[src/design/defines.sv]
package defines;

	localparam int XLEN = 32;
	localparam int REGS = 32;
	localparam int IMEM_WORDS = 64;
	localparam int IMEM_AW = $clog2(IMEM_WORDS);

	typedef logic [XLEN-1:0] data_t;
	typedef logic [4:0] reg_addr_t;

	typedef struct packed {
		logic [6:0] funct7;
		reg_addr_t rs2;
		reg_addr_t rs1;
		logic [2:0] funct3;
		reg_addr_t rd;
		logic [6:0] opcode;
	} instr_t;

	typedef enum logic [6:0] {
		OP     = 7'b0110011,
		OP_IMM = 7'b0010011,
		LUI    = 7'b0110111,
		B      = 7'b1100011,
		JAL    = 7'b1101111,
		JALR   = 7'b1100111,
		SYSTEM = 7'b1110011
	} opcode_t;

	typedef enum logic [2:0] {
		BEQ  = 3'b000,
		BNE  = 3'b001,
		BLT  = 3'b100,
		BGE  = 3'b101,
		BLTU = 3'b110,
		BGEU = 3'b111
	} funct3_t;

	// operand source for branch unit and alu
	typedef enum logic [1:0] {
		B_RS_SEL = 2'b00,
		B_EX_SEL = 2'b01,
		B_WB_SEL = 2'b10
	} branch_fwd_t;

	typedef enum logic [1:0] {
		ALU_ADD,
		ALU_SUB,
		ALU_PASS_B,
		ALU_LINK
	} alu_op_t;

	// apb map, byte addresses
	localparam logic [11:0] IMEM_BASE = 12'h000;
	localparam logic [11:0] CTRL_ADDR = 12'h100;
	localparam logic [11:0] STATUS_ADDR = 12'h104;
	localparam logic [11:0] REG_BASE = 12'h180;

	localparam data_t NULL = '0;

	function automatic data_t get_imm_i(input instr_t i);
		return {{21{i[31]}}, i[30:20]};
	endfunction

	function automatic data_t get_imm_b(input instr_t i);
		return {{20{i[31]}}, i[7], i[30:25], i[11:8], 1'b0}; // half-word units
	endfunction

	function automatic data_t get_imm_j(input instr_t i);
		return {{12{i[31]}}, i[19:12], i[20], i[30:21], 1'b0};
	endfunction

	function automatic data_t get_imm_u(input instr_t i);
		return {i[31:12], 12'b0};
	endfunction

endpackage
[src/design/core_apb_ctrl.sv]
`timescale 1ns/1ps

module core_apb_ctrl (
	input logic clk,
	input logic reset,
	input logic psel,
	input logic penable,
	input logic pwrite,
	input logic [11:0] paddr,
	input defines::data_t pwdata,
	output defines::data_t prdata,
	output logic pready,
	output logic pslverr,
	input logic halt_seen,
	input logic pc_sel,
	input defines::data_t pc_bj,
	output defines::data_t pc,
	output defines::instr_t fetch_instr,
	output logic fetch_valid,
	output logic flush,
	output defines::reg_addr_t host_addr,
	input defines::data_t host_rdata
);
	import defines::*;

	data_t imem [IMEM_WORDS];
	logic running, halted;
	logic access;
	logic [11:0] imem_off, reg_off;
	logic is_imem, is_ctrl, is_status, is_reg;
	logic bad;
	logic imem_we, ctrl_we;

	assign access = psel && penable;
	assign pready = access; // never waits

	assign imem_off = paddr - IMEM_BASE;
	assign reg_off = paddr - REG_BASE;
	assign is_imem = paddr[1:0] == 2'b00 && imem_off < 12'(IMEM_WORDS * 4);
	assign is_reg = paddr[1:0] == 2'b00 && reg_off < 12'(REGS * 4);
	assign is_ctrl = paddr == CTRL_ADDR;
	assign is_status = paddr == STATUS_ADDR;

	// unmapped, imem write while running, or write to a read-only location
	assign bad = !(is_imem || is_ctrl || is_status || is_reg)
		|| (pwrite && is_imem && running)
		|| (pwrite && (is_status || is_reg));
	assign pslverr = access && bad;

	assign imem_we = access && pwrite && !bad && is_imem;
	assign ctrl_we = access && pwrite && is_ctrl;
	assign flush = ctrl_we && pwdata[0]; // start strobe, one cycle
	assign host_addr = reg_off[6:2];

	always_comb begin
		prdata = NULL;
		if (access && !pwrite && !bad) begin
			if (is_imem)
				prdata = imem[imem_off[IMEM_AW+1:2]];
			else if (is_ctrl)
				prdata = {31'b0, running};
			else if (is_status)
				prdata = {30'b0, halted, running};
			else
				prdata = host_rdata;
		end
	end

	always_ff @(posedge clk) begin
		if (imem_we)
			imem[imem_off[IMEM_AW+1:2]] <= pwdata;
	end

	assign fetch_instr = imem[pc[IMEM_AW+1:2]];
	assign fetch_valid = running;

	always_ff @(posedge clk) begin
		if (reset) begin
			running <= 1'b0;
			halted <= 1'b0;
			pc <= NULL;
		end else if (ctrl_we) begin
			running <= pwdata[0];
			if (pwdata[0]) begin
				pc <= NULL;
				halted <= 1'b0;
			end
		end else if (running) begin
			pc <= pc_sel ? pc_bj : pc + 32'd4;
			if (halt_seen) begin // ecall in decode
				running <= 1'b0;
				halted <= 1'b1;
			end
		end
	end

endmodule

[config.mk]
export PLATFORM = sky130hd
export DESIGN_NAME = core_apb_ctrl
export DESIGN_NICKNAME = d
export VERILOG_FILES = /design/src/design/defines.sv /design/src/design/core_apb_ctrl.sv
export SDC_FILE = /design/constraint.sdc
export NUM_CORES = 2
export LEC_CHECK = 0
export BUFFER_PORTS_ARGS = -buffer_cell sky130_fd_sc_hd__clkbuf_2
export CORE_MARGIN = 8
export CORE_UTILIZATION = 25
export CTS_CLUSTER_DIAMETER = 120
export CTS_CLUSTER_SIZE = 25
export DETAILED_ROUTE_END_ITERATION = 7
export GPL_ROUTABILITY_DRIVEN = 1
export PLACE_DENSITY = 0.48
export SYNTH_ARGS = -nofsm -noshare
export SYNTH_HDL_FRONTEND = slang
export SYNTH_SLANG_ARGS = --single-unit
[constraint.sdc]
create_clock -name clk -period 4.3 [get_ports clk]
set_input_delay 0.86 -clock clk [delete_from_list [all_inputs] [get_ports clk]]
set_output_delay 0.86 -clock clk [all_outputs]
set_load 0.01 [all_outputs]
* After elaboration in Yosys (flattened, before gate mapping) *
Memories as Yosys holds them, arrays and structs flattened. A register that Yosys moved wholly into a read port is not among the register bits.
Cells that the tools add are included.

storage, ports and cells
  RAM bits = 2048
  bits of input ports = 115
  logic and storage cells = 58
  bits in registers = 34
  output and inout bits = 105
  memories = 1

memory list
  name  depth  width  rd ports  clocked after Yosys merged registers in  wr ports  line                 source
  imem  64     32     2         1                                        1         core_apb_ctrl.sv:26  data_t imem [IMEM_WORDS];

operators by class
  reduce and logical (&&, ||, !) cells = 28
  multiplexer cells = 19
  equality and inequality tests = 3
  order comparisons = 2
  add/subtract/negate cells = 2

operators by type and width
  kind                     number
  $mux W32                 8
  $add A32 B3 Y32 const B  1
  $eq A12 B9 Y1 const B    2
  $logic_and A1 B1 Y1      14
  $lt A12 B8 Y1 const B    1
  $lt A12 B9 Y1 const B    1
  $mux W6                  2
  $sub A12 B9 Y12 const B  1
  $mux W1                  9
  $logic_or A1 B1 Y1       6
  $reduce_bool A2 Y1       2
  $logic_not A1 Y1         3
  $reduce_and A3 Y1        1
  $logic_not A2 Y1         1
  $ne A2 B2 Y1 const B     1
  $reduce_and A2 Y1        1

* Logic depth before layout (Yosys ltp) *
  word-level depth = 13
  mapped depth = 10
  mapped depth without buffers = 7

* Worst setup path after synthesis *
No wires, ideal clock.

  path kind = input -> register
  from = in paddr[2]
  to = mem imem[17][0] (netlist bit), enable pin
  stages = 10
  arrival = 3743 ps
  setup time = 421 ps
  required time = 3879 ps
  path slack = 136 ps
  path buffers = 6
  cells stage by stage = buf_4 -> buf_6 -> buf_6 -> buf_6 -> buf_6 -> buf_4 -> nand2_1 -> nor4_2 -> nand2_1 -> nor2_1

between the ends
  word-level cells in the longest chain between the ends = 13
  elaborated cells on any way between the ends = 22
  those cells by class = add/sub (1); order compare (2); eq/ne (2); mux (2); reduce/logical (15)

ends and longest elaborated chain
  item                                                                      line                 source
  start, declared                                                           core_apb_ctrl.sv:9   input logic [11:0] paddr,
  parallel branches: the longest is 13 deep, another holds $sub A12 B9 Y12  -
  end, declared                                                             core_apb_ctrl.sv:26

Parallel ways; which one is timed is not known.

==> metrics.md <==
| Metric | Value |
|---|---|
| Vias per inst | `~5.6` |
| H-Tree Depth | `3` |
| Worst Path Required | `3.44 ns` |
| Dpl ws | `-0.243 ns` |
| Commonest non-fill, non-tap cell in the layout | `edfxtp_1` |
| Placed insts | `about 10,000` |
| Final wirelength | `427,000 um` |
| Row cnt | `228` |
| Largest net degree at the start of global routing | `67` |
| Max-cap violations | `0` |
| Boundary Pins | `220` |
| Hold Slack | `approximately 0.32 ns` |
| Final Setup Violations | `27` |
| Final antenna-violating net count | `0` |
| Area grow syn2layout | `20.4%` |
| Final Skew | `a little over 0.03 ns` |
| Status | `complete, but fails checks` |
| Final hold viol count | `0` |
| Syn Nets | `about 4,900` |
| First-pass GRT wire length | `approximately 560,000 um` |
| # fillers | `approximately 38,000` |
| Maximum VDD drop | `0.258 mV` |
| Area taken by multi-input logic gates | `33,600 sq um` |
| Worst slew margin | `7.56%` |
| Clk root buf | `clkbuf_16` |
| RSZ-0062 raised after global routing | `true` |
| Synth top area cells | `edfxtp_1 (64%), mux4_2 (25%), mux2i_1 (1.6%)` |
| 1st-pass router iterations | `6` |
| Flops & latches, synth | `about 2,100` |
| Kind of critical path | `reg -> out` |
| Clock slew at reported path FFs | `around 0.11 ns` |
| M1 GR Usage | `about 27%` |
| Initial Util | `around 25%` |
| Final Wtd Congestion | `0.849` |
| Initial DRC count | `roughly 8,600` |
| GR Util met3 | `under 10%` |
| Initial antenna violation count | `48` |
| Number of flops mapped to enable cells by yosys | `between 2,000 and 2,500` |
| Total CTS buffers | `95` |
| Sink Count | `between 2,000 and 2,500` |
| Met2 Usage GRT | `between 30% and 40%` |
| Post-synth top area cell | `edfxtp_1` |
| # DRC | `0` |
| CP Capture Type | `output port` |
| Main synth FF type | `edfxtp_1` |
| Die area | `408,000 sq um` |
| Hold WC Path Type | `in -> reg` |
| Die Wd | `638 um` |
| FF-to-FF path depth | `7` |
| Min cycle time layout | `about 4.4 ns` |
| Cell Area, Placed | `about 110,000 sq um` |
| Total gr overflow | `0` |
| CP arrival | `between 3 and 4 ns` |
| Hold Crit Depth | `3` |
| Post-synthesis average cell area | `between 20 and 25 sq um` |
| Synth top area share | `between 60% and 70%` |
| Core Region | `between 300,000 and 400,000 sq um` |
| CTS Buffer Depth | `3` |
| Max FO, Critical Path | `9` |
| Lkg Pwr | `about 35 nW` |
| Final Max Tran Viols | `0` |
| Layout cell share with drive strength beyond 1 | `a little over two fifths` |
| Failing checks | `setup timing` |
| Most frequent cells in the layout | `edfxtp_1 (2,048), mux4_2 (1,056), buf_4 (416)` |
| Worst-margin pin slew | `1.39 ns` |
| Yosys warns | `0` |
| Sequential area share after synthesis | `64.3%` |
| Storage cell area | `~62,000 sq um` |
| Mapped Cells | `~4,800` |
| Fin area | `117,000 sq um` |
| Mapped Area | `roughly 97,000 sq um` |
| Clock Latency Late Sink | `0.80 ns` |
| Final nets | `5,605` |
| Number of distinct library cells after synthesis | `76` |
| Synth async-reset ratio | `0%` |
| Nature of the critical path startpoint | `register` |
| CTS tree | `yes` |
| Hpwl dp | `around 280,000 um` |
| Setup WS post-layout | `-0.0997 ns` |
| Wirelength per Cell | `about 40 um` |
| Maximum clock frequency | `227 MHz` |
| Fin util | `around 30%` |
| Non-filler cells, final | `between 10,000 and 15,000` |
| GRT Total Usage | `between 20 and 25%` |
| Vias in the first global route | `~60,000` |
| Pwr dens | `between 300 and 400 nW/um^2` |
| Period utilization | `102%` |
| IO Port Bufs | `219` |
| GR peak layer | `met2` |
| Via count | `a little over 60,000` |
| Chip height | `between 600 and 700 um` |
power breakdown:
group	total, mW	switching (mW)	internal (mW)
clock network	10.8	6.68	4.12
logic	2.20	1.38	0.822
registers	22.3	0.000469	22.3
worst max-delay path, stage by stage (launching register included):
cell and delay [ns]:
dfxtp_4 0.36, buf_12 0.14, buf_4 0.14, buf_12 0.20
buf_16 0.19, mux4_2 0.51, mux4_2 0.47, a22oi_1 0.23
nand2_2 0.14, buf_4 0.21, clkbuf_2 0.14
metal layers:
layer / wire length (um) / vias up
met1: 169000 / 33400
met3: 43100 / 658
met5: 94 / -
li1: - / 22400
met2: 196000 / 3926
met4: 18800 / 14
state kept, by name (all words and copies together) (netlist names), named ones only:
signal and count:
halted 1, fetch_valid 1, imem 2048, pc 32
layout make-up:
type / count / share of cell area, %
Inverter: 11 / 0.0354
Antenna cell: 28 / 0.0601
Multi-Input combinational cell: 2303 / 28.9
Clock inverter: 9 / 0.0955
Timing Repair Buffer: 989 / 9.86
Sequential cell: 2088 / 53.4
Clock buffer: 111 / 2.11
Tap cell: 5175 / 5.55
final timing paths:
check / from / end / slack (ns)
setup / recovery: register / fetch_instr[28] / -0.1
hold / removal: pc_bj[1] / pc[1]$_SDFFE_PP0P_ / 0.32
setup reg to reg: pc[2]$_SDFFE_PP0P_ / pc[28]$_SDFFE_PP0P_ / 1.61
hold reg to reg: pc[1]$_SDFFE_PP0P_ / pc[1]$_SDFFE_PP0P_ / 0.48
through the flow:
stage	power (mW)	setup TNS [ns]
final	35.3	-1.17
after global routing	36.1	-3.61
after CTS	35.5	-4.25
after detailed placement	25.0	-1.38
after global placement	24.9	-2.79
after floorplan	23.8	0
synth_stat cells (5+ instances only):
cell,count
buf_6,29
a31oi_1,23
xor2_1,6
and2_1,10
a221oi_1,37
o21ai_0,68
nand4_1,11
o311ai_0,6
inv_1,10
nand3_1,42
mux2_2,34
buf_4,62
nor4_1,12
a21oi_1,89
buf_1,31
o221ai_1,35
a22oi_1,153
nand2_1,94
and3_1,16
nor2_1,118
nor3_1,27
o31ai_1,5
mux2i_1,155
buf_2,139
clkbuf_1,128
a311oi_1,5
nor2b_1,54
a211oi_1,53
mux4_2,1056
a22o_1,34
edfxtp_1,2048
a32oi_1,9
a32o_1,28
dfxtp_1,40
nand2b_1,17
o22ai_1,33
kinds of logic (layout without fill, tap and decap cells):
logic type                 Yosys count  in the layout  synth area share (%)
muxes                             1245           1245                  26.6
buffers and inverters              400           1120                  2.20
DFF                               2088           2088                  64.3
adders and majority gates            2              2                0.0258
xor gates and xnor gates            10             10                0.0904
other                                0             28                     0
AOI/OAI and AO/OA                  611            611                  4.56
and+or+nand+nor                    435            435                  2.25
what timing repair did:
action,CTS,global route
resized for setup,166,112
setup buffers,44,65
hold buffers,0,0
pin swaps,15,31
cloned,14,8
setup endpoints to repair,41,40
(Power assumes the default switching activity.)
