## config.mk

```make
export PLATFORM = sky130hd
export DESIGN_NAME = execute_stage
export DESIGN_NICKNAME = d
export VERILOG_FILES = /design/src/design/defines.sv /design/src/design/execute_stage.sv
export SDC_FILE = /design/constraint.sdc
export NUM_CORES = 1
export LEC_CHECK = 0
export BUFFER_PORTS_ARGS = -buffer_cell sky130_fd_sc_hd__buf_2
export CAP_MARGIN = 25
export CORE_MARGIN = 2
export CORE_UTILIZATION = 47
export CTS_CLUSTER_DIAMETER = 200
export DETAILED_ROUTE_END_ITERATION = 8
export HOLD_SLACK_MARGIN = 0.15
export PLACE_DENSITY = 0.88
export SETUP_SLACK_MARGIN = 0.3
export SYNTH_ARGS = -nofsm -noshare
export SYNTH_HDL_FRONTEND = slang
export SYNTH_SLANG_ARGS = --single-unit
export TNS_END_PERCENT = 1
```

## constraint.sdc

```tcl
create_clock -name clk -period 6.05 [get_ports clk]
set_input_delay 1.21 -clock clk [delete_from_list [all_inputs] [get_ports clk]]
set_output_delay 1.21 -clock clk [all_outputs]
set_load 0.1 [all_outputs]
```

## src/design/defines.sv

```systemverilog
package defines;

	localparam int XLEN = 32;
	localparam int REGS = 32;
	localparam int IMEM_WORDS = 64;
	localparam int IMEM_AW = $clog2(IMEM_WORDS);

	typedef logic [XLEN-1:0] data_t;
	typedef logic [4:0] reg_addr_t;

	typedef struct packed {
		logic [6:0] funct7;
		reg_addr_t rs2;
		reg_addr_t rs1;
		logic [2:0] funct3;
		reg_addr_t rd;
		logic [6:0] opcode;
	} instr_t;

	typedef enum logic [6:0] {
		OP     = 7'b0110011,
		OP_IMM = 7'b0010011,
		LUI    = 7'b0110111,
		B      = 7'b1100011,
		JAL    = 7'b1101111,
		JALR   = 7'b1100111,
		SYSTEM = 7'b1110011
	} opcode_t;

	typedef enum logic [2:0] {
		BEQ  = 3'b000,
		BNE  = 3'b001,
		BLT  = 3'b100,
		BGE  = 3'b101,
		BLTU = 3'b110,
		BGEU = 3'b111
	} funct3_t;

	// operand source for branch unit and alu
	typedef enum logic [1:0] {
		B_RS_SEL = 2'b00,
		B_EX_SEL = 2'b01,
		B_WB_SEL = 2'b10
	} branch_fwd_t;

	typedef enum logic [1:0] {
		ALU_ADD,
		ALU_SUB,
		ALU_PASS_B,
		ALU_LINK
	} alu_op_t;

	// apb map, byte addresses
	localparam logic [11:0] IMEM_BASE = 12'h000;
	localparam logic [11:0] CTRL_ADDR = 12'h100;
	localparam logic [11:0] STATUS_ADDR = 12'h104;
	localparam logic [11:0] REG_BASE = 12'h180;

	localparam data_t NULL = '0;

	function automatic data_t get_imm_i(input instr_t i);
		return {{21{i[31]}}, i[30:20]};
	endfunction

	function automatic data_t get_imm_b(input instr_t i);
		return {{20{i[31]}}, i[7], i[30:25], i[11:8], 1'b0}; // half-word units
	endfunction

	function automatic data_t get_imm_j(input instr_t i);
		return {{12{i[31]}}, i[19:12], i[20], i[30:21], 1'b0};
	endfunction

	function automatic data_t get_imm_u(input instr_t i);
		return {i[31:12], 12'b0};
	endfunction

endpackage
```

## src/design/execute_stage.sv

```systemverilog
`timescale 1ns/1ps

module execute_stage (
	input logic clk,
	input logic reset,
	input logic flush,
	input logic id_valid,
	input defines::alu_op_t id_alu_op,
	input defines::reg_addr_t id_rd,
	input logic id_we,
	input defines::data_t id_op_a,
	input defines::data_t id_op_b,
	output defines::reg_addr_t ex_rd,
	output logic ex_we,
	output defines::data_t ex_data,
	output defines::reg_addr_t wb_rd,
	output logic wb_we,
	output defines::data_t wb_data
);
	import defines::*;

	data_t alu_out;

	always_comb begin
		case (id_alu_op)
			ALU_ADD:    alu_out = id_op_a + id_op_b;
			ALU_SUB:    alu_out = id_op_a - id_op_b;
			ALU_PASS_B: alu_out = id_op_b;  // lui
			ALU_LINK:   alu_out = id_op_a + 32'd4;
			default:    alu_out = NULL;
		endcase
	end

	// visible to decode in the same cycle
	assign ex_rd = id_rd;
	assign ex_we = id_valid && id_we && (id_rd != '0);
	assign ex_data = alu_out;

	always_ff @(posedge clk) begin
		if (reset || flush)
			wb_we <= 1'b0;
		else
			wb_we <= ex_we;
		wb_rd <= ex_rd;
		wb_data <= alu_out;
	end

endmodule

```

==> Yosys cells after proc, flatten, opt, wreduce, memory -nomap -nowiden <==
Index checks and enable logic that the tools add are counted.
{ "classes": {"n_addsub": 3, "eq_ne": 3, "n_mux": 1, "n_reduce_logical": 5} }
{ "op_table": {"columns": ["op", "n"], "rows": [
  ["32-bit one-hot mux with 4 select lines", 1],
  ["32-bit by 3-bit adder with 32-bit output (second input constant)", 1],
  ["32-bit adder", 1],
  ["32-bit subtractor", 1],
  ["5-bit nonzero test", 1],
  ["2-bit == test (second input constant)", 2],
  ["2-bit by 1-bit == test with 1-bit output (second input constant)", 1],
  ["1-bit logical AND", 2],
  ["2-bit logical NOT", 1],
  ["1-bit logical OR", 1]
]} }
{ "totals": {"register_bits": 38, "in_bits": 76, "out_inout_bits": 76, "wordCells": 15} }

==> Logic depth before layout (Yosys ltp) <==
Gate-level depths: netlist of the first run.
{ "logic_depth": {"depth_word": 2, "ltp_mapped": 16, "ltp_nobuf": 15} }

==> Worst setup path before layout of the first run <==
Ideal clock, no wire load.
{ "synth_timing": {"kind": "input port to output port", "startpoint": "input port id_op_b[5]", "endpoint": "output port ex_data[29]", "arrival_ps": 6763, "required_time_ps": 4840, "path_slack_ps": -1923, "path_stages": 15, "n_path_buf": 1, "cell_sequence": "or4_4 nor4_4 nand2b_2 or4_4 o21ai_0 xor2_1 ha_1 clkbuf_1 nand2_1 nor2_1 a211oi_1 or2_2 o21a_1 o311a_1 a221oi_1"} }
{ "synth_between": {"elab_chain_len": 2, "elab_cells_between_ends": 3, "cone_classes": "2 x add/sub; 1 x mux"} }
{ "synth_rtl": {"columns": ["item", "line_no", "text"], "rows": [
  ["start: declaration", "execute_stage.sv:12", "input defines::data_t id_op_b,"],
  ["32-bit subtractor / 32-bit adder (equally long branches)", "execute_stage.sv:27, execute_stage.sv:26", null],
  ["32-bit one-hot mux with 4 select lines (*)", "execute_stage.sv:25", "case (id_alu_op)"],
  ["end: declaration", "execute_stage.sv:15", "output defines::data_t ex_data,"]
]} }
Every way passes the cells marked *; elsewhere a longest branch is shown, timed or not.

==> Final worst setup path of the first run <==
{ "layout_timing": {"startpoint": "input port id_op_b[5]", "endpoint": "output port ex_data[31]"} }
Same word-level chain as after synthesis.

==> results of run 1 <==
==> cell type report <==
| cell class | count | area [µm²] |
|---|---|---|
| multi-input combinational | 519 | 3760 |
| fill | 612 | 2380 |
| timing repair buffer | 259 | 2010 |
| sequential | 38 | 761 |
| tap | 129 | 161 |
| clock buffer | 5 | 68.8 |
| inverter | 16 | 60.1 |
| clock inverter | 3 | 40.0 |
==> layer usage <==
metal	share of wire [%]	vias to the layer above	global-route usage (%)
met5	0	-	0
met4	8.2	0	24.7
met3	13	173	8.01
met2	44	575	54.0
met1	35	2753	38.5
li1	-	2716	-
==> worst max-delay path, cell delays in order <==
cell	delay, ns
buf_2	0.11
or4_4	0.57
nor4_4	0.20
nand2b_2	0.11
or4_4	0.56
o21ai_2	0.17
xor2_1	0.18
ha_2	0.31
buf_4	0.17
a21oi_1	0.19
nor2_1	0.09
a211oi_2	0.21
or2_4	0.17
buf_4	0.12
o2111ai_1	0.20
a2111o_1	0.42
o211ai_1	0.17
buf_12	0.22
==> kinds of logic (layout without fill, tap and decap cells) <==
| kind of cell | Yosys count | in the layout | share of synthesized area [%] |
|---|---|---|---|
| AOI/OAI and AO/OA | 209 | 209 | 31.3 |
| xor gates and xnor gates | 70 | 70 | 13.7 |
| adders and majority gates | 34 | 34 | 9.71 |
| buffers and inverters | 40 | 283 | 3.79 |
| DFF | 38 | 38 | 17.1 |
| muxes | 5 | 5 | 1.15 |
| and+or+nand+nor | 201 | 201 | 23.2 |
==> cell usage after synthesis (5+ instances only) <==
library cell,n
a21o_1,24
and3_1,10
nand3_1,18
nor4_1,6
o211ai_1,12
nor2_1,52
or3_1,9
ha_1,33
dfxtp_1,38
xnor2_1,30
o31ai_1,13
nor2b_1,10
and2_1,8
a21oi_1,49
buf_1,5
o21ai_0,36
a211oi_1,13
clkbuf_1,14
nand2b_1,5
xor2_1,40
nand2_1,44
a31oi_1,10
inv_1,16
o21a_1,12
nand4_1,10
nor3_1,10
buf_4,5
==> cells in the final DEF (no fill, tap or decap), types with 9 or more instances in the layout <==
cell        n
ha_1       32
o21ai_0    25
or3_1       9
o31ai_1     9
nor2_1     52
o211ai_1   12
xor2_1     39
buf_2     121
inv_1      16
xnor2_1    30
nand4_1    10
nand2_1    43
and3_1     10
o21a_1     11
a21o_1     24
nand3_1    18
nor3_1      9
dfxtp_1    38
a21oi_1    45
buf_4     108
buf_12     29
nor2b_1     9
==> path summary, 6_finish.rpt <==
path | endpoint | slack [ns] | cells past startpoint
min | wb_rd[1]$_DFF_P_ | 1.03 | 1
max | ex_data[31] | -0.55 | 18
==> where the power goes <==
group / switching, mW / internal, mW / total (mW)
combinational: 1.03 / 0.457 / 1.48
sequential: 0.00924 / 0.292 / 0.301
clock: 0.112 / 0.122 / 0.234
total: 1.15 / 0.870 / 2.02
==> flip-flops by register name, summed over array words and instances (netlist names) <==
register	flops
wb_data	32
wb_rd	5
wb_we	1
==> repair_timing <==
item                                    in CTS  in global routing
gates resized for setup                     30                 16
gates cloned                                 0                  0
pin swaps                                    8                  3
endpoints found under the setup margin      21                 21
==> metrics by stage <==
step	power (mW)	hold slack (ns)	std cells	setup slack, ns	util [%]
6_report	2.02	1.03	969	-0.545	74.3
5_1_grt	2.09	1.02	969	-0.827	74.3
4_1_cts	1.97	1.02	969	-0.484	73.4
3_5_place_dp	1.72	1.34	961	-0.737	71.2
3_3_place_gp	1.69	1.34	961	-0.609	71.2
2_1_floorplan	1.28	1.24	597	-0.681	-
==> out/metrics.yaml, run 1 <==
status: "finished, violations left"
violations: "design-rule violations, negative setup slack"
period_minus_slack_ns: 6.60
syn_inst: 597
die_x_um: 101
p_leak_nw: 3.21
rsz0062_at_grt: "true"
clk_pin_slew_ns: 0.08
io_pins: 152
area_growth_pct: 53.9
ys_types: 57
grt_max_degree: 50
yosys_warnings: 0
start_util_pct: 48.3
finalInstanceArea_um2: 6860
hold_viol: 0
setup_ws_ns: -0.545
post_cts_buffers: 0
p_per_area_nw_per_um2: 294
nets: 949
drt-wirelength-per-cell_um: 19.2
synth_edf_count: 0
drv_cap: 0
setup_viol: 14
synth_top_area_share_pct: 17.1
row_count: 35
cts_made_buffers: 5
fmax_mhz: 152
dpl_cell_area_um2: 6580
first_pass_iters: 9
clock-sinks: 38
cp.arrival_ns: 5.39
yosysSeqAreaShare_pct: 17.1
synth_area_per_cell_um2: 7.47
synth_area_leader_cell: "dfxtp_1"
diodes: 0
grt_overflow: 0
syn_area_um2: 4460
synthTopCellsByArea: "dfxtp_1 17%, ha_1 9.3%, xor2_1 7.9%, xnor2_1 5.9%, a21oi_1 5.5%"
ant_nets: 0
ys_ff_latch: 38
h-tree-depth: 2
grt_pass1_wl_um: 27500
drtIter0Drc: 716
fin_crit_sh_pct: 109
grt_use_total_pct: 33.5
vias_per_cell: 6.42
critPathLaunch: "id_op_b[5]"
die_h_um: 101
port_buffers: 151
async_flop_share_pct: 0
dieArea_um2: 10300
ys.flop_type: "dfxtp_1"
vias: 6217
grt_antenna_before_repair: 0
gp_congestion: 1.09
cts_max_path_buffers: 2
slew_headroom_pct: 56.1
worstHoldPathType: "in2reg"
hp-start: "id_rd[1]"
postCtsHoldBufs: 0
vdd_drop_max_mv: 0.177
drive_above_1_share_pct: 38.1
routed_wl_um: 18600
finalSetupTns_ns: -4.22
slew_viol_final: 0
post-dp-hpwl_um: 13400
path_max_fanout: 5
clockRootBuffer: "clkbuf_8"
tightest_slew_ns: 0.653
endpoint_kind: "primary output"
drc: 33
syn-num-nets: 707
coreArea_um2: 9240
worstSetupStartpointType: "primary input"
grt_pass1_vias: 5976
cts_tree: "built"
critical_path_class: "in2out"
required_ns: 4.84
Power figures use the tool's default switching activity.
==> run 2: changes to the inputs <==
--- a/config.mk
+++ b/config.mk
@@ -14,6 +14,7 @@
 export HOLD_SLACK_MARGIN = 0.15
 export PLACE_DENSITY = 0.88
 export SETUP_SLACK_MARGIN = 0.3
+export SKIP_LAST_GASP = 1
 export SYNTH_ARGS = -nofsm -noshare
 export SYNTH_HDL_FRONTEND = slang
 export SYNTH_SLANG_ARGS = --single-unit
==> run 2 against run 1 <==
Net effect:
- the run still ends with design-rule violations, negative setup slack left
- power down 0.56%
- worst hold slack got worse by 0.0015 ns
- via count is 1.2% higher
- critical endpoint is now ex_data[29]
==> out/metrics.yaml, run 2 (same netlist as run 1, synthesis figures left out) <==
tightest_slew_ns: 0.649  # -0.00441 ns
p_sw_share_pct: 56.8  # about the same
die_x_um: 101  # unchanged
critPathLaunch: "id_op_b[6]"
fin_cells: 971  # +0.21%
vias_per_cell: 6.48  # +0.98%
finish.utilization_pct: 73.7  # -0.54 points
pwr-share-seq_pct: 15.0  # about the same
clockRootBuffer: "clkbuf_8"
dieArea_um2: 10300  # unchanged
vdd_drop_max_mv: 0.177  # about the same
layout_commonest_cell: "buf_2"
period_minus_slack_ns: 6.85  # +0.258 ns
largest_reg_flops: 32  # unchanged
grt_pass1_vias: 5845  # -2.2%
io_pins: 152  # unchanged
clock-sinks: 38  # unchanged
clk_pin_slew_ns: 0.08  # about the same
cts_tree: "built"
hold_viol: 0  # unchanged
ant_nets: 0  # unchanged
row_count: 35  # unchanged
drv_cap: 0  # unchanged
fin_crit_sh_pct: 113  # +4.3 points
setup_viol: 19  # +5
fin_total_pwr_mw: 2.01  # -0.56%
coreArea_um2: 9240  # unchanged
endpoint_kind: "primary output"
whs_path_depth: 1  # unchanged
status: "finished, violations left"
rsz0062_at_grt: "true"
start_util_pct: 48.3  # unchanged
grt_pass1_wl_um: 27000  # -2.0%
cts_max_path_buffers: 2  # unchanged
routed_wl_um: 19000  # +2.1%
p_per_area_nw_per_um2: 294  # +0.17%
slew_viol_final: 0  # unchanged
top_register: "wb_data"
drive_above_1_share_pct: 36.6  # -1.5 points
hp-start: "id_rd[1]"
grt_overflow: 0  # unchanged
setup_ws_ns: -0.803  # -0.258 ns
p_clk_share_pct: 11.4  # -0.2 points
slew_headroom_pct: 56.4  # +0.30 points
h-tree-depth: 2  # unchanged
first_pass_iters: 9  # unchanged
diodes: 0  # unchanged
nets: 951  # +0.21%
switching_power_mw: 1.14  # -0.63%
fmax_mhz: 146  # -3.8%
finalSetupTns_ns: -9.18  # -4.96 ns
drt-wirelength-per-cell_um: 19.5  # +1.9%
drtIter0Drc: 804  # +12%
power_frac_comb_pct: 73.6  # about the same
vias: 6291  # +1.2%
die_h_um: 101  # unchanged
postCtsHoldBufs: 0  # unchanged
drc: 10  # -70%
reg_top3: "wb_data x32, wb_rd x5, wb_we x1"
critical_path_class: "in2out"
port_buffers: 151  # unchanged
path_max_fanout: 5  # unchanged
gp_congestion: 1.09  # unchanged
worstHoldEndpoint: "wb_rd[1]$_DFF_P_"
p_leak_nw: 3.20  # about the same
grt_max_degree: 50  # unchanged
required_ns: 4.84  # about the same
mostFrequentLayoutCells: "120 x buf_2, 110 x buf_4, 52 x nor2_1"
cts_made_buffers: 5  # unchanged
area_growth_pct: 52.7
worstSetupStartpointType: "primary input"
grt_antenna_before_repair: 1  # +1
worstHoldPathType: "in2reg"
hold_ws_ns: 1.03  # -0.00155 ns
dp_cells: 961  # unchanged
intPower_mw: 0.866  # -0.46%
post-dp-hpwl_um: 13400  # unchanged
grt_use_total_pct: 32.7  # -0.82 points
violations: "design-rule violations, negative setup slack"
cp.arrival_ns: 5.64  # +0.25 ns
run 2: layout make-up:
| class | instances | area [µm²] |
|---|---|---|
| clock buffers | 5 | 68.8 |
| clock inverters | 3 | 40.0 |
| fillers | 620 | 2430 |
| inverters | 16 | 60.1 |
| multi-input cells | 519 | 3690 |
| flip-flops and latches | 38 | 761 |
| well taps | 129 | 161 |
| repair buffers | 261 | 2030 |
run 2: critical path, cell delays in order:
cell	delay [ns]
buf_2	0.11
or4_4	0.55
nor4_4	0.38
nand2b_2	0.11
or4_4	0.53
buf_4	0.18
o21ai_1	0.22
xor2_1	0.11
ha_1	0.39
nand2_1	0.07
nor2_1	0.14
a211oi_1	0.07
or2_2	0.34
buf_4	0.15
o21a_1	0.19
o311a_1	0.42
a221oi_4	0.25
buf_12	0.21
run 2: worst max-delay path by stage:
| stage | slack (ns) | to | cells past startpoint |
|---|---|---|---|
| 2_1_floorplan | -0.68 | ex_data[31] | 13 |
| 5_1_grt | -0.92 | ex_data[23] | 18 |
| 4_1_cts | -0.53 | ex_data[26] | 17 |
| 3_5_place_dp | -0.74 | ex_data[26] | 17 |
| 3_3_place_gp | -0.61 | ex_data[26] | 17 |
| 6_report | -0.80 | ex_data[29] | 18 |
run 2: timing repair:
| action | in CTS | in global routing |
|---|---|---|
| buffers inserted | 0 | 2 |
| endpoints found under the setup margin | 21 | 21 |
| pin swaps | 1 | 15 |
| resized for setup | 6 | 22 |
run 2: per-stage QoR:
step / setup slack, ns / area, µm²
global route: -0.925 / 6810
detailed placement: -0.737 / 6580
finish: -0.803 / 6810
global placement: -0.609 / 6580
floorplan: -0.681 / 4550
CTS: -0.526 / 6700
run 2: power groups by stage:
stage | combinational, mW | clock (mW) | sequential (mW)
floorplan | 0.666 | 0 | 0.616
global placement | 1.39 | 0 | 0.305
detailed placement | 1.41 | 0 | 0.307
CTS | 1.42 | 0.233 | 0.302
global route | 1.53 | 0.240 | 0.305
finish | 1.48 | 0.229 | 0.302
run 2: routing by layer:
| metal | track usage [%] | wire (µm) |
|---|---|---|
| met3 | 7.94 | 2650 |
| met1 | 37.8 | 6530 |
| met2 | 53.4 | 8290 |
| met5 | 0 | 0 |
| met4 | 21.8 | 1510 |
