===== config.mk =====
export PLATFORM = sky130hd
export DESIGN_NAME = decode_stage
export DESIGN_NICKNAME = d
export VERILOG_FILES = /design/src/design/defines.sv /design/src/design/decode_stage.sv /design/src/design/pc_adder.sv
export SDC_FILE = /design/constraint.sdc
export NUM_CORES = 1
export LEC_CHECK = 0
export ABC_AREA = 1
export BUFFER_PORTS_ARGS = -buffer_cell sky130_fd_sc_hd__buf_2
export CAP_MARGIN = 15
export CORE_MARGIN = 2
export CORE_UTILIZATION = 57
export CTS_BUF_LIST = sky130_fd_sc_hd__clkbuf_8
export DETAILED_ROUTE_END_ITERATION = 12
export GPL_ROUTABILITY_DRIVEN = 0
export GPL_TIMING_DRIVEN = 0
export HOLD_SLACK_MARGIN = 0.15
export MAX_ROUTING_LAYER = met4
export PLACE_DENSITY_LB_ADDON = 0.2
export SLEW_MARGIN = 20
export SYNTH_ARGS = -nofsm -noshare
export SYNTH_HDL_FRONTEND = slang
export SYNTH_SLANG_ARGS = --single-unit

===== constraint.sdc =====
create_clock -name clk -period 12.9 [get_ports clk]
set_input_delay 2.58 -clock clk [delete_from_list [all_inputs] [get_ports clk]]
set_output_delay 2.58 -clock clk [all_outputs]
set_load 0.01 [all_outputs]

===== src/design/defines.sv =====
package defines;

	localparam int XLEN = 32;
	localparam int REGS = 32;
	localparam int IMEM_WORDS = 64;
	localparam int IMEM_AW = $clog2(IMEM_WORDS);

	typedef logic [XLEN-1:0] data_t;
	typedef logic [4:0] reg_addr_t;

	typedef struct packed {
		logic [6:0] funct7;
		reg_addr_t rs2;
		reg_addr_t rs1;
		logic [2:0] funct3;
		reg_addr_t rd;
		logic [6:0] opcode;
	} instr_t;

	typedef enum logic [6:0] {
		OP     = 7'b0110011,
		OP_IMM = 7'b0010011,
		LUI    = 7'b0110111,
		B      = 7'b1100011,
		JAL    = 7'b1101111,
		JALR   = 7'b1100111,
		SYSTEM = 7'b1110011
	} opcode_t;

	typedef enum logic [2:0] {
		BEQ  = 3'b000,
		BNE  = 3'b001,
		BLT  = 3'b100,
		BGE  = 3'b101,
		BLTU = 3'b110,
		BGEU = 3'b111
	} funct3_t;

	// operand source for branch unit and alu
	typedef enum logic [1:0] {
		B_RS_SEL = 2'b00,
		B_EX_SEL = 2'b01,
		B_WB_SEL = 2'b10
	} branch_fwd_t;

	typedef enum logic [1:0] {
		ALU_ADD,
		ALU_SUB,
		ALU_PASS_B,
		ALU_LINK
	} alu_op_t;

	// apb map, byte addresses
	localparam logic [11:0] IMEM_BASE = 12'h000;
	localparam logic [11:0] CTRL_ADDR = 12'h100;
	localparam logic [11:0] STATUS_ADDR = 12'h104;
	localparam logic [11:0] REG_BASE = 12'h180;

	localparam data_t NULL = '0;

	function automatic data_t get_imm_i(input instr_t i);
		return {{21{i[31]}}, i[30:20]};
	endfunction

	function automatic data_t get_imm_b(input instr_t i);
		return {{20{i[31]}}, i[7], i[30:25], i[11:8], 1'b0}; // half-word units
	endfunction

	function automatic data_t get_imm_j(input instr_t i);
		return {{12{i[31]}}, i[19:12], i[20], i[30:21], 1'b0};
	endfunction

	function automatic data_t get_imm_u(input instr_t i);
		return {i[31:12], 12'b0};
	endfunction

endpackage

===== src/design/decode_stage.sv =====
`timescale 1ns/1ps

module decode_stage (
	input logic clk,
	input logic reset,
	input logic flush,
	input logic fetch_valid,
	input defines::data_t pc,
	input defines::instr_t fetch_instr,
	input defines::data_t rs1_data,
	input defines::data_t rs2_data,
	input defines::data_t ex_data,
	input defines::data_t wb_data,
	input defines::reg_addr_t ex_rd,
	input defines::reg_addr_t wb_rd,
	input logic ex_we,
	input logic wb_we,
	output defines::reg_addr_t rs1_addr,
	output defines::reg_addr_t rs2_addr,
	output logic pc_sel,
	output defines::data_t pc_bj,
	output logic halt_seen,
	output logic id_valid,
	output defines::alu_op_t id_alu_op,
	output defines::reg_addr_t id_rd,
	output logic id_we,
	output defines::data_t id_op_a,
	output defines::data_t id_op_b
);
	import defines::*;

	instr_t d_instr;
	data_t d_pc;
	logic d_valid;
	opcode_t opcode;
	branch_fwd_t fwd_rs1, fwd_rs2;
	data_t fa, fb;
	logic bj_sel;
	alu_op_t alu_op;
	logic we;
	data_t op_a, op_b;

	// execute wins over write-back, x0 never forwarded
	function automatic branch_fwd_t fwd_pick(
		input reg_addr_t r,
		input logic e_we,
		input reg_addr_t e_rd,
		input logic w_we,
		input reg_addr_t w_rd
	);
		if (r != '0 && e_we && e_rd == r)
			return B_EX_SEL;
		if (r != '0 && w_we && w_rd == r)
			return B_WB_SEL;
		return B_RS_SEL;
	endfunction

	always_ff @(posedge clk) begin
		if (reset || flush)
			d_valid <= 1'b0;
		else
			d_valid <= fetch_valid && !pc_sel && !halt_seen; // kill the wrong-path fetch
		d_instr <= fetch_instr;
		d_pc <= pc;
	end

	assign opcode = opcode_t'(d_instr.opcode);
	assign rs1_addr = d_instr.rs1;
	assign rs2_addr = d_instr.rs2;

	assign fwd_rs1 = fwd_pick(rs1_addr, ex_we, ex_rd, wb_we, wb_rd);
	assign fwd_rs2 = fwd_pick(rs2_addr, ex_we, ex_rd, wb_we, wb_rd);

	always_comb begin
		case (fwd_rs1)
			B_EX_SEL: fa = ex_data;
			B_WB_SEL: fa = wb_data;
			default:  fa = rs1_data;
		endcase
		case (fwd_rs2)
			B_EX_SEL: fb = ex_data;
			B_WB_SEL: fb = wb_data;
			default:  fb = rs2_data;
		endcase
	end

	pc_adder u_pc_adder (
		.instr(d_instr),
		.pc(d_pc),
		.rs1(rs1_data),
		.rs2(rs2_data),
		.ex_data(ex_data),
		.wb_data(wb_data),
		.fwd_rs1(fwd_rs1),
		.fwd_rs2(fwd_rs2),
		.pc_bj(pc_bj),
		.pc_sel(bj_sel),
		.branch_taken()
	);

	assign pc_sel = d_valid && bj_sel;

	// ecall only, ebreak falls through as a no-op
	assign halt_seen = d_valid && opcode == SYSTEM && d_instr.funct3 == 3'b000
		&& {d_instr.funct7, d_instr.rs2, d_instr.rs1, d_instr.rd} == '0;

	always_comb begin
		alu_op = ALU_ADD;
		we = 1'b0;
		op_a = fa;
		op_b = fb;
		case (opcode)
			OP: begin
				we = d_instr.funct3 == 3'b000
					&& (d_instr.funct7 == 7'h00 || d_instr.funct7 == 7'h20);
				if (d_instr.funct7 == 7'h20)
					alu_op = ALU_SUB;
			end
			OP_IMM: begin
				we = d_instr.funct3 == 3'b000; // addi
				op_b = get_imm_i(d_instr);
			end
			LUI: begin
				we = 1'b1;
				alu_op = ALU_PASS_B;
				op_b = get_imm_u(d_instr);
			end
			JAL, JALR: begin
				we = 1'b1;
				alu_op = ALU_LINK;
				op_a = d_pc; // link is pc+4
			end
			default: we = 1'b0;
		endcase
	end

	always_ff @(posedge clk) begin
		if (reset || flush) begin
			id_valid <= 1'b0;
			id_we <= 1'b0;
		end else begin
			id_valid <= d_valid;
			id_we <= we; // qualified by id_valid in execute
		end
		id_alu_op <= alu_op;
		id_rd <= d_instr.rd;
		id_op_a <= op_a;
		id_op_b <= op_b;
	end

endmodule


===== src/design/pc_adder.sv =====
`timescale 1ns/1ps

module pc_adder (
	input defines::instr_t instr,
	input defines::data_t pc,
	input defines::data_t rs1,
	input defines::data_t rs2,
	input defines::data_t ex_data,
	input defines::data_t wb_data,
	input defines::branch_fwd_t fwd_rs1,
	input defines::branch_fwd_t fwd_rs2,
	output defines::data_t pc_bj,
	output logic pc_sel,
	output logic branch_taken
);
	import defines::*;

	opcode_t opcode;
	funct3_t funct3;
	data_t op1, op2;
	logic [XLEN:0] diff_s, diff_u;
	logic eq, lt, ltu;
	logic cond;
	data_t base, imm, sum;

	assign opcode = opcode_t'(instr.opcode);
	assign funct3 = funct3_t'(instr.funct3);

	always_comb begin
		case (fwd_rs1)
			B_EX_SEL: op1 = ex_data;
			B_WB_SEL: op1 = wb_data;
			default:  op1 = rs1;
		endcase
		case (fwd_rs2)
			B_EX_SEL: op2 = ex_data;
			B_WB_SEL: op2 = wb_data;
			default:  op2 = rs2;
		endcase
	end

	// 33 bit differences, top bit is the sign / borrow
	assign diff_s = {op1[XLEN-1], op1} - {op2[XLEN-1], op2};
	assign diff_u = {1'b0, op1} - {1'b0, op2};
	assign eq = (diff_u[XLEN-1:0] == '0);
	assign lt = diff_s[XLEN];
	assign ltu = diff_u[XLEN];

	always_comb begin
		case (funct3)
			BEQ:     cond = eq;
			BNE:     cond = !eq;
			BLT:     cond = lt;
			BGE:     cond = !lt;
			BLTU:    cond = ltu;
			BGEU:    cond = !ltu;
			default: cond = 1'b0;
		endcase
		branch_taken = cond && (opcode == B);
	end

	// jalr adds to rs1, everything else to pc
	always_comb begin
		base = (opcode == JALR) ? op1 : pc;
		case (opcode)
			B:       imm = get_imm_b(instr);
			JAL:     imm = get_imm_j(instr);
			JALR:    imm = get_imm_i(instr);
			default: imm = NULL;
		endcase
	end

	assign sum = base + imm;
	assign pc_bj = (opcode == JALR) ? {sum[XLEN-1:1], 1'b0} : sum;

	assign pc_sel = branch_taken || (opcode == JAL) || (opcode == JALR);

endmodule


; Word level (Yosys, flattened, before mapping)
; Cells that the tools add are included.
[totals]
wordCells = 96
input_bits = 208
output_inout_bits = 117
reg_bits = 138
[op_classes]
add_sub_neg = 3
mux = 25
n_reduce_logical = 33
eq_ne = 21
[ops]
columns = operator, count
row1 = 32-bit case mux with 2 select lines, 3
row2 = 32-bit case mux with 3 select lines, 1
row3 = 32-bit by 32-bit subtractor with 33-bit output, 2
row4 = 32-bit 2-to-1 mux, 2
row5 = 32-bit adder, 1
row6 = 32-bit zero test, 1
row7 = 7-bit == test (second input constant), 4
row8 = 22-bit zero test, 1
row9 = 7-bit by 6-bit == test with 1-bit output (second input constant), 3
row10 = 5-bit == test, 4
row11 = 1-bit logical AND, 16
row12 = 2-bit 2-to-1 mux, 8
row13 = 3-bit == test (second input constant), 4
row14 = 5-bit nonzero test, 2
row15 = 1-bit 2-to-1 mux, 8
row16 = 7-bit by 5-bit == test with 1-bit output (second input constant), 1
row17 = 7-bit zero test, 1
row18 = 1-bit case mux with 6 select lines, 1
row19 = 2-bit case mux with 3 select lines, 1
row20 = 1-bit zero test, 5
row21 = 2-bit by 1-bit == test with 1-bit output (second input constant), 2
row22 = 2-bit == test (second input constant), 2
row23 = 1-bit logical OR, 4
row24 = 3-bit by 1-bit == test with 1-bit output (second input constant), 1
row25 = 4 further kinds, 4

; Logic depth before layout (Yosys ltp)
; Gate-level depths: netlist of the first run.
[logic_depth]
word_depth = 20
mapped_depth = 40
ltp_nobuf = 39

; Modules after synthesis
; Synthesis of the first run repeated with hierarchy kept, for this count alone.
[hier_totals]
cells_unflattened = 2045
area_unflattened_um2 = 12365.6
[modules_own_cells]
columns = mod, cells_each, seq_area_each_um2, area_each_um2, n_inst
row1 = pc_adder, 1167, 0.0, 6253.5, 1
row2 = decode_stage, 878, 2762.6, 6112.1, 1

; Least setup slack after synthesis of the first run
; Ideal clock, no wire load.
[synth_timing]
kind = input port to output port
start = input ex_rd[3]
end = output pc_bj[28]
slack_ns = 3.829
stages = 31
t_arrival_ns = 6.491
t_required_ns = 10.320
path_buffers = 2
path_cell_list = inv_1 nand2_1 nand2_1 clkinv_1 nand2_1 nor2_2 nand2_4 buf_2 buf_1 o22ai_1 a21oi_1 inv_1 o21ai_0 fa_1 nand3_1 nand2_1 a21oi_1 o21bai_1 a21oi_1 inv_1 a21oi_1 o21ai_0 nand2_1 nand2_1 nand2_1 nand2_1 nand2_1 o31ai_1 a31oi_1 o21ai_0 xor2_1
[synth_via]
elab_chain_len = 8
word_cells_on_any_way = 9
cone_classes = add/sub: 1 / eq/ne: 3 / mux: 4 / reduce/logical: 1
[synth_rtl]
columns = item, line
row1 = "start, declared", decode_stage.sv:14  ; input defines::reg_addr_t ex_rd,
row2 = 5-bit == test (*), decode_stage.sv:51  ; if (r != '0 && e_we && e_rd == r)
row3 = 1-bit logical AND (*), decode_stage.sv:51
row4 = 1-bit 2-to-1 mux (*), decode_stage.sv:51
row5 = 2-bit 2-to-1 mux (*), decode_stage.sv:53  ; if (r != '0 && w_we && w_rd == r)
row6 = 2-bit == test / 2-bit by 1-bit == test with 1-bit output (equally long branches), pc_adder.sv:30  ; case (fwd_rs1)
row7 = 32-bit case mux with 2 select lines (*), pc_adder.sv:30
row8 = 32-bit 2-to-1 mux (*), pc_adder.sv:64  ; base = (opcode == JALR) ? op1 : pc;
row9 = 32-bit adder (*), pc_adder.sv:73  ; assign sum = base + imm;
row10 = "end, declared", decode_stage.sv:21  ; output defines::data_t pc_bj,
; Mark *: on every way between the ends. The rest lies on a longest branch, timed or not.

; Worst setup path in the final report of the first run
[layout_timing]
start = input wb_rd[1]
end = output pc_bj[30]
[layout_via]
elab_chain_len = 10
word_cells_on_any_way = 12
cone_classes = add/sub: 1 / eq/ne: 3 / mux: 7 / reduce/logical: 1
[layout_rtl]
columns = item, line
row1 = "start, declared", decode_stage.sv:15  ; input defines::reg_addr_t wb_rd,
row2 = 5-bit == test (*), decode_stage.sv:53
row3 = 1-bit logical AND (*), decode_stage.sv:53
row4 = 1-bit 2-to-1 mux (2 in a row), decode_stage.sv:53
row5 = 2-bit 2-to-1 mux (*), decode_stage.sv:55  ; return B_RS_SEL;
row6 = 2-bit 2-to-1 mux (*), decode_stage.sv:53
row7 = 2-bit == test / 2-bit by 1-bit == test with 1-bit output (equally long branches), pc_adder.sv:30
row8 = 32-bit case mux with 2 select lines (*), pc_adder.sv:30
row9 = 32-bit 2-to-1 mux (*), pc_adder.sv:64
row10 = 32-bit adder (*), pc_adder.sv:73
; Mark *: on every way between the ends. The rest lies on a longest branch, timed or not. The select of a mux whose other input is x is not followed.

==> results of run 1 <==
[registers in the layout (all words and copies together) (netlist names)]
name       count
rs1_addr       5
rs2_addr       5
id_we          1
id_valid       1
d_instr       15
id_op_b       32
opcode         7
d_valid        1
id_rd          5
d_pc          32
id_alu_op      2
id_op_a       32
[metal layers]
layer  track usage [%]  vias up  routed length, um
li1                  -     5523                  -
met1              47.8     5275              13900
met2              65.2      845              16700
met3              10.3      190               4470
met4              23.7        0               2320
met5                 -        -                  0
[cell families after synthesis]
kind of cell	count (synthesis)	synth area share [%]
fa+ha+maj	57	7.51
compound gates	280	17.7
xor+xnor	41	3.71
simple gates	689	31.9
flops	138	28.5
buf+inv	254	10.6
[where the power goes]
| group | internal, mW | switching (mW) | leakage (nW) | total (mW) |
|---|---|---|---|---|
| Clock | 0.163 | 0.212 | 0.205 | 0.375 |
| Combinational | 0.134 | 0.230 | 5.31 | 0.364 |
| Sequential | 0.455 | 0.0148 | 1.16 | 0.470 |
| Total | 0.752 | 0.457 | 6.68 | 1.21 |
[stage by stage]
stage               instances  hold slack, ns  cell area [um2]  util, %
finish                   2037           0.357            12000     72.4
global route             2036           0.371            12000     72.3
global placement         2003           0.336            11600     69.9
detailed placement       2003           0.339            11600     69.9
floorplan                1459           0.331             9690        -
CTS                      2035           0.356            12000     72.3
[cell type report]
type	count	area (um2)
diodes	2	5.00
fillers	1423	4580
inverters	204	768
flip-flops and latches	138	2760
clock buffers	17	234
plain buffers	50	262
well taps	220	275
repair buffers	324	1620
clock inverters	15	173
multi-input cells	1067	5900
[final timing paths]
check	startpoint	endpoint	slack, ns	cells after the start
max	wb_rd[1]	pc_bj[30]	2.26	31
min	d_instr[10]	id_rd[3]	0.36	0
max reg2reg	rs2_addr[3]	d_valid	7.18	37
min reg2reg	d_instr[10]	id_rd[3]	0.36	0
[cells in the final DEF, fill, tap and decap left out, drive strengths merged]
cell type	count
nand2	396
buf	344
inv	210
dfxtp	138
nor2	137
nand3	110
o21ai	98
a21oi	78
ha	55
clkbuf	47
xor2	33
o22ai	29
a221oi	24
nand4	22
o221ai	20
nand3b	10
nor3	9
xnor2	8
o221a	7
clkinv	7
a31oi	6
a21o	5
nor4	3
o31ai	3
a211oi	3
diode	2
o21bai	2
o211ai	2
fa	2
a22o	1
and2	1
a21boi	1
or2	1
o21a	1
bufinv	1
clkinvlp	1
[worst register-to-register path: cells and delay by family (launching register included)]
family / cells / cell delay (ns)
AOI/OAI and AO/OA: 4 / 1.09
adders and majority gates: 1 / 0.43
buffers and inverters: 7 / 1.24
DFF: 1 / 0.45
and+or+nand+nor: 25 / 2.43
==> reports/metrics.cfg, run 1 <==
[status]
outcome = completed

[sta]
grt_setup_unrepaired = false
setup_ws_ns = 2.26
setup-violations-final = 0
max_slew_margin_pct = 24.3
fin_setup_tns_ns = 0
fmaxAchievable_ghz = 0.0940
timing.final.crit_share_pct = 82.5
tightest_slew_ns = 1.13
drv_slew = 0
finalCriticalPeriod_ns = 10.64
hold_viol_final = 0
finClkSkew_ns = 0.0209

[global_routing]
grt_usage_pct = 41.3
grt_pass1_vias = 10700
antenna_found_initial = 1
gr-total-overflow = 0
grt_pass1_wl_mm = 55.6
grt_max_degree = 17

[synth]
yosysSeqAreaShare_pct = 28.5
yosysWarnings = 0
postSynthNetCount = 1724
synthTopCellsByArea = dfxtp_1 (29%), nand2_1 (14%), ha_1 (7.1%)
ys.flop_type = dfxtp_1
synthCells = 1459
ys_seq_elements = 138
mappedNetlistArea_um2 = 9690
yosysMostFrequentCell = nand2_1
synth_edf_count = 0
yosysTopAreaCell = dfxtp_1
avgSynthCellArea_um2 = 6.64
synth_cell_type_count = 45
synth-async-reset-ratio_pct = 0
yosys.area.top_type_share_pct = 28.5
synth_common_cells = nand2_1 (363), inv_1 (179), dfxtp_1 (138)

[critical_path]
worstSetupPathType = in -> out
crit_fanout = 10
crit_family = compound AO/OA/AOI/OAI gates
cp.required_ns = 10.32
endpoint_kind = output pin
crit_arrival_ns = 8.06
cp_slowest_cell = clkbuf_1
critPathMaxStageDelay_ns = 0.51
crit_path_frequent_cell = nand2_1
worst-path-buf-inv = 6
crit_path_start_kind = primary input

[floorplanning]
die_h_um = 134
rows = 47
coreArea_um2 = 16600
initial_core_util_pct = 58.4
die-area_um2 = 18100
io_pins = 325
die_w_um = 134

[layout]
nets = 2067
area_delta_synth_final_pct = 23.8
drive_gt1_share_pct = 26.0

[drt]
viasPerCell = 5.81
routedWlPerCell_um = 18.3
drt_iter0_markers = 1211
drc_errors = 0
via_count = 11800
final_antenna_net_count = 0
wirelength_mm = 37.4
dr.pass1.iters = 8

[pwr]
ir_drop_uv = 97.1
powerDensity_nw_per_um2 = 101
leakagePower_nw = 6.68
power_mw = 1.21

[clock_network]
clkLatencyLatePin_ns = 0.48
cts_resized = 0
ctsLongestPathBuffers = 2
cts_tree = done
cts.reportedPaths.clkPinSlew_ns = 0.09
cts_sinks = 138
cts-root-buf = clkbuf_8
htreeDepth = 4
numCtsBuffers = 17
postCtsHoldBufs = 0
cts_setup_buffers = 0

[placement]
place_ws_ns = 2.47
port_buffers = 324
hpwl_mm = 30.0

[run]
drv_cap = 0

[min_path]
hold_path_class = reg -> reg

(Power assumes the default switching activity.)
==> run 2, diff against run 1 <==
- ABC_AREA: 1 -> 0
- CORE_UTILIZATION: 57 -> 53
- clock period: 12.9 -> 9.8 ns (I/O delays scaled with it)
==> reports/metrics.cfg, run 2 <==
[status]
outcome = completed

[clock_network]
ctsLongestPathBuffers = 2  ; unchanged
htreeDepth = 4  ; unchanged
numCtsBuffers = 17  ; unchanged
cts.reportedPaths.clkPinSlew_ns = 0.09  ; about the same
cts_sinks = 138  ; unchanged
cts_tree = done
postCtsHoldBufs = 0  ; unchanged
clkLatencyLatePin_ns = 0.47  ; about the same
cts-root-buf = clkbuf_8

[drt]
final_antenna_net_count = 0  ; unchanged
via_count = 11000  ; -7.1%
routedWlPerCell_um = 19.7  ; +7.2%
dr.pass1.iters = 6  ; -2
drc_errors = 0  ; unchanged
drt_iter0_markers = 1173  ; -3.1%
wirelength_mm = 35.8  ; -4.1%
viasPerCell = 6.03  ; +3.8%

[global_routing]
grt_pass1_wl_mm = 52.0  ; -6.6%
antenna_found_initial = 3  ; +2
grt_max_degree = 17  ; unchanged
gr-total-overflow = 0  ; unchanged
grt_pass1_vias = 10100  ; -5.3%
grt_usage_pct = 37.6  ; -3.7 points

[placement]
dp.cells = 1759  ; -12%
place_area_um2 = 11300  ; -2.4%
port_buffers = 324  ; unchanged
place_ws_ns = -1.33  ; -3.81 ns
hpwl_mm = 28.0  ; -6.8%

[synth]
synth-async-reset-ratio_pct = 0  ; unchanged
ys.flop_type = dfxtp_1
yosysTopAreaCell = dfxtp_1
synth_common_cells = nand2_1 (233), dfxtp_1 (138), o21ai_0 (101)
avgSynthCellArea_um2 = 7.77  ; +17%
yosysWarnings = 0  ; unchanged
ys_seq_elements = 138  ; unchanged
yosysSeqAreaShare_pct = 29.4  ; +0.87 points
yosysMostFrequentCell = nand2_1
synth_edf_count = 0  ; unchanged
synth_cell_type_count = 79  ; +76%
mappedNetlistArea_um2 = 9400  ; -3.0%
yosys.area.top_type_share_pct = 29.4  ; +0.87 points
synthTopCellsByArea = dfxtp_1 (29%), nand2_1 (9.3%), ha_1 (7.3%)
synthCells = 1210  ; -17%
postSynthNetCount = 1475  ; -14%

[pwr]
p_int_mw = 0.968  ; +29%
p_switching_mw = 0.533  ; +17%
comb_power_share_pct = 30.3  ; +0.2 points
switching_share_pct = 35.5  ; -2.3 points
ir_drop_uv = 97.6  ; +0.50%
powerDensity_nw_per_um2 = 123  ; +22%
seqPwrFrac_pct = 41.3  ; +2.4 points
power.share.clock_pct = 28.4  ; -2.6 points
leakagePower_nw = 5.62  ; -16%
power_mw = 1.50  ; +24%

[layout]
drive_gt1_share_pct = 29.7  ; +3.7 points
fill_cells = 1461  ; +2.7%
register_area_um2 = 2760  ; unchanged
area_delta_synth_final_pct = 29.6
nets = 1847  ; -11%
final_cells = 1822  ; -11%
top_regs = d_pc x32, id_op_a x32, id_op_b x32
multi_input_area_um2 = 6480  ; +9.9%
layout_common_cells = buf_2 (328), nand2_1 (233), dfxtp_1 (138), o21ai_0 (93), nor2_1 (75)
design_area_um2 = 12200  ; +1.5%
final_common_cell = buf_2
fin_util_pct = 70.4  ; -1.9 points

[floorplanning]
io_pins = 325  ; unchanged
coreArea_um2 = 17300  ; +4.3%
initial_core_util_pct = 54.4  ; -4.1 points
die-area_um2 = 18800  ; +4.2%
die_h_um = 137  ; +2.1%
die_w_um = 137  ; +2.1%
rows = 48  ; +2.1%

[critical_path]
critPathMaxStageDelay_ns = 0.55  ; +0.04 ns
cp.required_ns = 7.84  ; -2.48 ns
crit_path_start_kind = primary input
crit_arrival_ns = 7.63  ; -0.43 ns
endpoint_kind = output pin
cp_slowest_cell = or4_4
worstSetupPathType = in -> out
crit_fanout = 6  ; -4

[sta]
finalCriticalPeriod_ns = 9.59
timing.final.crit_share_pct = 97.8
max_slew_margin_pct = 28.0  ; +3.7 points
tightest_slew_ns = 1.08  ; -0.0561 ns
fin_setup_tns_ns = 0  ; unchanged
setup_ws_ns = 0.214  ; -2.05 ns
finClkSkew_ns = 0.0122  ; -0.00866 ns
setup-violations-final = 0  ; unchanged
fmaxAchievable_ghz = 0.104
hold_viol_final = 0  ; unchanged
drv_slew = 0  ; unchanged
holdWs_ns = 0.383  ; +0.0257 ns

[run]
drv_cap = 0  ; unchanged

[min_path]
hold_path_class = reg -> reg

==> run 2: cell count changes after synthesis, moves of 25 or more <==
cell	previous run	this run
nand3_1	100	24
nand2_2	28	0
nor3_1	9	34
mux2i_1	0	53
xnor2_1	8	57
nand2_1	363	233
inv_1	179	25
nor2_1	114	78
o22ai_1	29	1
==> run 2: area by class of cell <==
cell class	count	share of cell area, %
Clock buffer	17	1.92
Clock inverter	15	0.945
Tap cell	225	2.31
Multi-Input combinational cell	985	53.2
Inverter	25	0.770
Buffer	62	2.82
Sequential cell	138	22.7
Antenna cell	2	0.0411
Timing Repair Buffer	353	15.3
==> run 2: logic make-up (layout without fill, tap and decap cells) <==
logic type                 Yosys count  after routing  synth area share, %
adders and majority gates           61             61                 8.17
and+or+nand+nor                    473            473                 23.2
DFF                                138            138                 29.4
xor gates and xnor gates            70             70                 6.52
muxes                               54             54                 5.76
AOI/OAI and AO/OA                  327            327                 22.9
other                                0              2                    0
buffers and inverters               87            472                 4.07
==> run 2: routing by layer <==
metal | global-route usage (%) | wire [um]
met4 | 18.8 | 1810
met3 | 7.91 | 3950
met2 | 59.4 | 16500
met1 | 45.5 | 13500
met5 | - | 0
==> run 2: repair_timing <==
| action | in CTS | in global routing |
|---|---|---|
| buffers inserted | 11 | 18 |
| setup endpoints to repair | 15 | 5 |
| gates resized for setup | 47 | 28 |
| pin swaps | 12 | 25 |
==> run 2: power by group through the flow <==
| stage | sequential (mW) | clock, mW | combinational [mW] |
|---|---|---|---|
| after floorplan | 0.638 | 0 | 0.246 |
| after global placement | 0.631 | 0 | 0.404 |
| after detailed placement | 0.632 | 0 | 0.411 |
| after CTS | 0.619 | 0.428 | 0.431 |
| after global routing | 0.623 | 0.454 | 0.486 |
| final | 0.620 | 0.425 | 0.455 |
==> run 2: worst paths after layout <==
| path | slack (ns) | to | cells after the start | startpoint |
|---|---|---|---|---|
| max | 0.21 | pc_sel | 28 | wb_rd[1] |
| min | 0.38 | id_rd[1] | 0 | d_instr[8] |
| min reg2reg | 0.38 | id_rd[1] | 0 | d_instr[8] |
| max reg2reg | 3.37 | d_valid | 25 | rs1_addr[1] |
==> run 2: worst max-delay path, delay by kind of cell <==
kind	cells	cell delay, ns
AOI/OAI and AO/OA	11	2.18
buffers and inverters	6	0.83
xor gates and xnor gates	1	0.16
and+or+nand+nor	6	1.63
muxes	2	0.23
adders and majority gates	2	0.61
==> run 3, diff against run 2 <==
- GPL_TIMING_DRIVEN: 0 -> unset
- RECOVER_POWER: unset -> 25
==> reports/metrics.cfg, run 3 (synthesis results as in run 2) <==
[floorplanning]
die_h_um = 137  ; unchanged
die-area_um2 = 18800  ; unchanged
io_pins = 325  ; unchanged
coreArea_um2 = 17300  ; unchanged
die_w_um = 137  ; unchanged
rows = 48  ; unchanged
initial_core_util_pct = 54.4  ; unchanged

[critical_path]
crit_arrival_ns = 7.81  ; +0.18 ns
worstSetupPathType = in -> out
crit_path_start_kind = primary input
endpoint_kind = output pin
crit_fanout = 8  ; +2
cp.required_ns = 7.84  ; about the same

[layout]
drive_gt1_share_pct = 30.1  ; +0.42 points
antenna_cells = 0  ; -2
top_regs = d_pc x32, id_op_a x32, id_op_b x32
area_delta_synth_final_pct = 27.4
fill_cells = 1445  ; -1.1%
layout_common_cells = buf_2 (324), nand2_1 (233), dfxtp_1 (138), o21ai_0 (100), nor2_1 (75)
final_common_cell = buf_2
nets = 1818  ; -1.6%

[run]
drv_cap = 0  ; unchanged

[sta]
tightest_slew_ns = 1.08  ; +0.00802 ns
holdWs_ns = 0.382  ; -0.000520 ns
grt_setup_unrepaired = true
hold_viol_final = 0  ; unchanged
timing.final.crit_share_pct = 99.7  ; +1.9 points
fin_setup_tns_ns = 0  ; unchanged
setup-violations-final = 0  ; unchanged
drv_slew = 0  ; unchanged
finClkSkew_ns = 0.0123  ; +0.0000126 ns
finalCriticalPeriod_ns = 9.77  ; +0.185 ns
max_slew_margin_pct = 27.0  ; -0.96 points
fmaxAchievable_ghz = 0.102  ; -1.9%

[pwr]
leakagePower_nw = 5.58  ; -0.71%
p_switching_mw = 0.550  ; +3.3%
p_int_mw = 0.979  ; +1.1%
switching_share_pct = 36.0  ; +0.50 points
power_mw = 1.53  ; +1.9%
seqPwrFrac_pct = 40.7  ; -0.6 points
powerDensity_nw_per_um2 = 128  ; +3.6%
power.share.clock_pct = 30.0  ; +1.6 points
ir_drop_uv = 96.9  ; -0.65%
comb_power_share_pct = 29.3  ; -1.0 points

[drt]
viasPerCell = 5.92  ; -1.8%
final_antenna_net_count = 0  ; unchanged
drc_errors = 0  ; unchanged
via_count = 10600  ; -3.5%
wirelength_mm = 34.8  ; -2.9%
dr.pass1.iters = 6  ; unchanged
routedWlPerCell_um = 19.4  ; -1.2%
drt_iter0_markers = 1042  ; -11%

[global_routing]
grt_pass1_wl_mm = 50.7  ; -2.5%
met2_usage_pct = 57.8  ; -1.6 points
antenna_found_initial = 0  ; -3
grt_pass1_vias = 9683  ; -4.2%
gr-total-overflow = 0  ; unchanged
use_met3_pct = 6.36  ; -1.5 points
grt_busiest_layer = met2
grt_max_degree = 42  ; +25
grt_usage_pct = 36.7  ; -0.94 points
grtUsageMet1_pct = 45.5  ; about the same

[min_path]
hold_path_class = reg -> reg

[clock_network]
cts_sinks = 138  ; unchanged
cts-root-buf = clkbuf_8
cts.reportedPaths.clkPinSlew_ns = 0.09  ; about the same
htreeDepth = 4  ; unchanged
cts_tree = done
clkLatencyLatePin_ns = 0.47  ; about the same
numCtsBuffers = 17  ; unchanged
ctsLongestPathBuffers = 2  ; unchanged

[placement]
port_buffers = 324  ; unchanged
hpwl_mm = 27.5  ; -1.8%

[status]
outcome = completed

-- run 3: cell types whose count changed in the layout (fill, tap and decap cells not counted), moves of 4 or more --
cell	delta
o21ai_0	+7
clkbuf_2	-5
inv_8	+5
buf_4	+22
o21ai_1	-5
buf_2	-4
clkbuf_1	-35
a21oi_1	+6
a21oi_2	-5
-- run 3: power groups by stage --
stage	clock, mW	combinational (mW)	sequential (mW)
2_1_floorplan	0	0.246	0.638
3_3_place_gp	0	0.418	0.634
3_5_place_dp	0	0.422	0.635
4_1_cts	0.462	0.428	0.622
5_1_grt	0.486	0.480	0.626
6_report	0.458	0.448	0.623
-- run 3: repair_timing --
action,in CTS,in global routing
gates resized for setup,3,19
hold buffers,0,0
setup buffers,0,8
setup endpoints to repair,1,4
pin swaps,0,12
-- run 3: final cells by class --
class	count	area, um2	share of cell area (%)
Clock buffer	17	234	1.95
Tap cell	225	282	2.35
Multi-Input combinational cell	985	6370	53.1
Sequential cell	138	2760	23.1
Timing Repair Buffer	386	2090	17.5
Clock inverter	15	148	1.23
Inverter	25	93.8	0.783
-- run 3: worst max-delay path, stage by stage --
cell	delay, ns
buf_2	0.12
xor2_1	0.16
or4b_4	0.59
nor3_4	0.37
buf_6	0.20
mux2i_1	0.20
nor2_1	0.07
a21oi_2	0.20
ha_1	0.26
nor2b_1	0.15
o31a_1	0.27
o211ai_1	0.39
o211ai_1	0.17
buf_4	0.16
a221oi_1	0.34
nor2_1	0.10
a21boi_1	0.23
o21ai_0	0.19
xnor2_1	0.17
o32ai_1	0.12
nand4_1	0.13
or4_4	0.52
nor4_4	0.31
o22a_1	0.21
nand2_1	0.06
buf_2	0.14
-- run 3: final timing paths --
path,from,to,slack (ns),depth (start not counted)
min,d_instr[10],id_rd[3],0.38,0
max,wb_rd[3],pc_sel,0.03,26
max reg2reg,rs2_addr[3],d_valid,3.34,25
min reg2reg,d_instr[10],id_rd[3],0.38,0
-- run 3: routing by layer --
metal  vias to the layer above  part of all wire, %
met1                      4797                   40
met2                       660                   45
li1                       5009                    -
met4                         0                  5.3
met5                         -                    0
met3                       136                  9.7
-- run 3: stage by stage --
step	instance area (um2)	setup WS, ns	utilization (%)	instances
global placement	11500	0.0371	66.2	1751
global route	12000	-0.184	69.3	1791
detailed placement	11500	-0.0854	66.2	1751
floorplan	9400	0.301	-	1210
finish	12000	0.0298	69.3	1791
CTS	11900	0.0153	68.5	1783
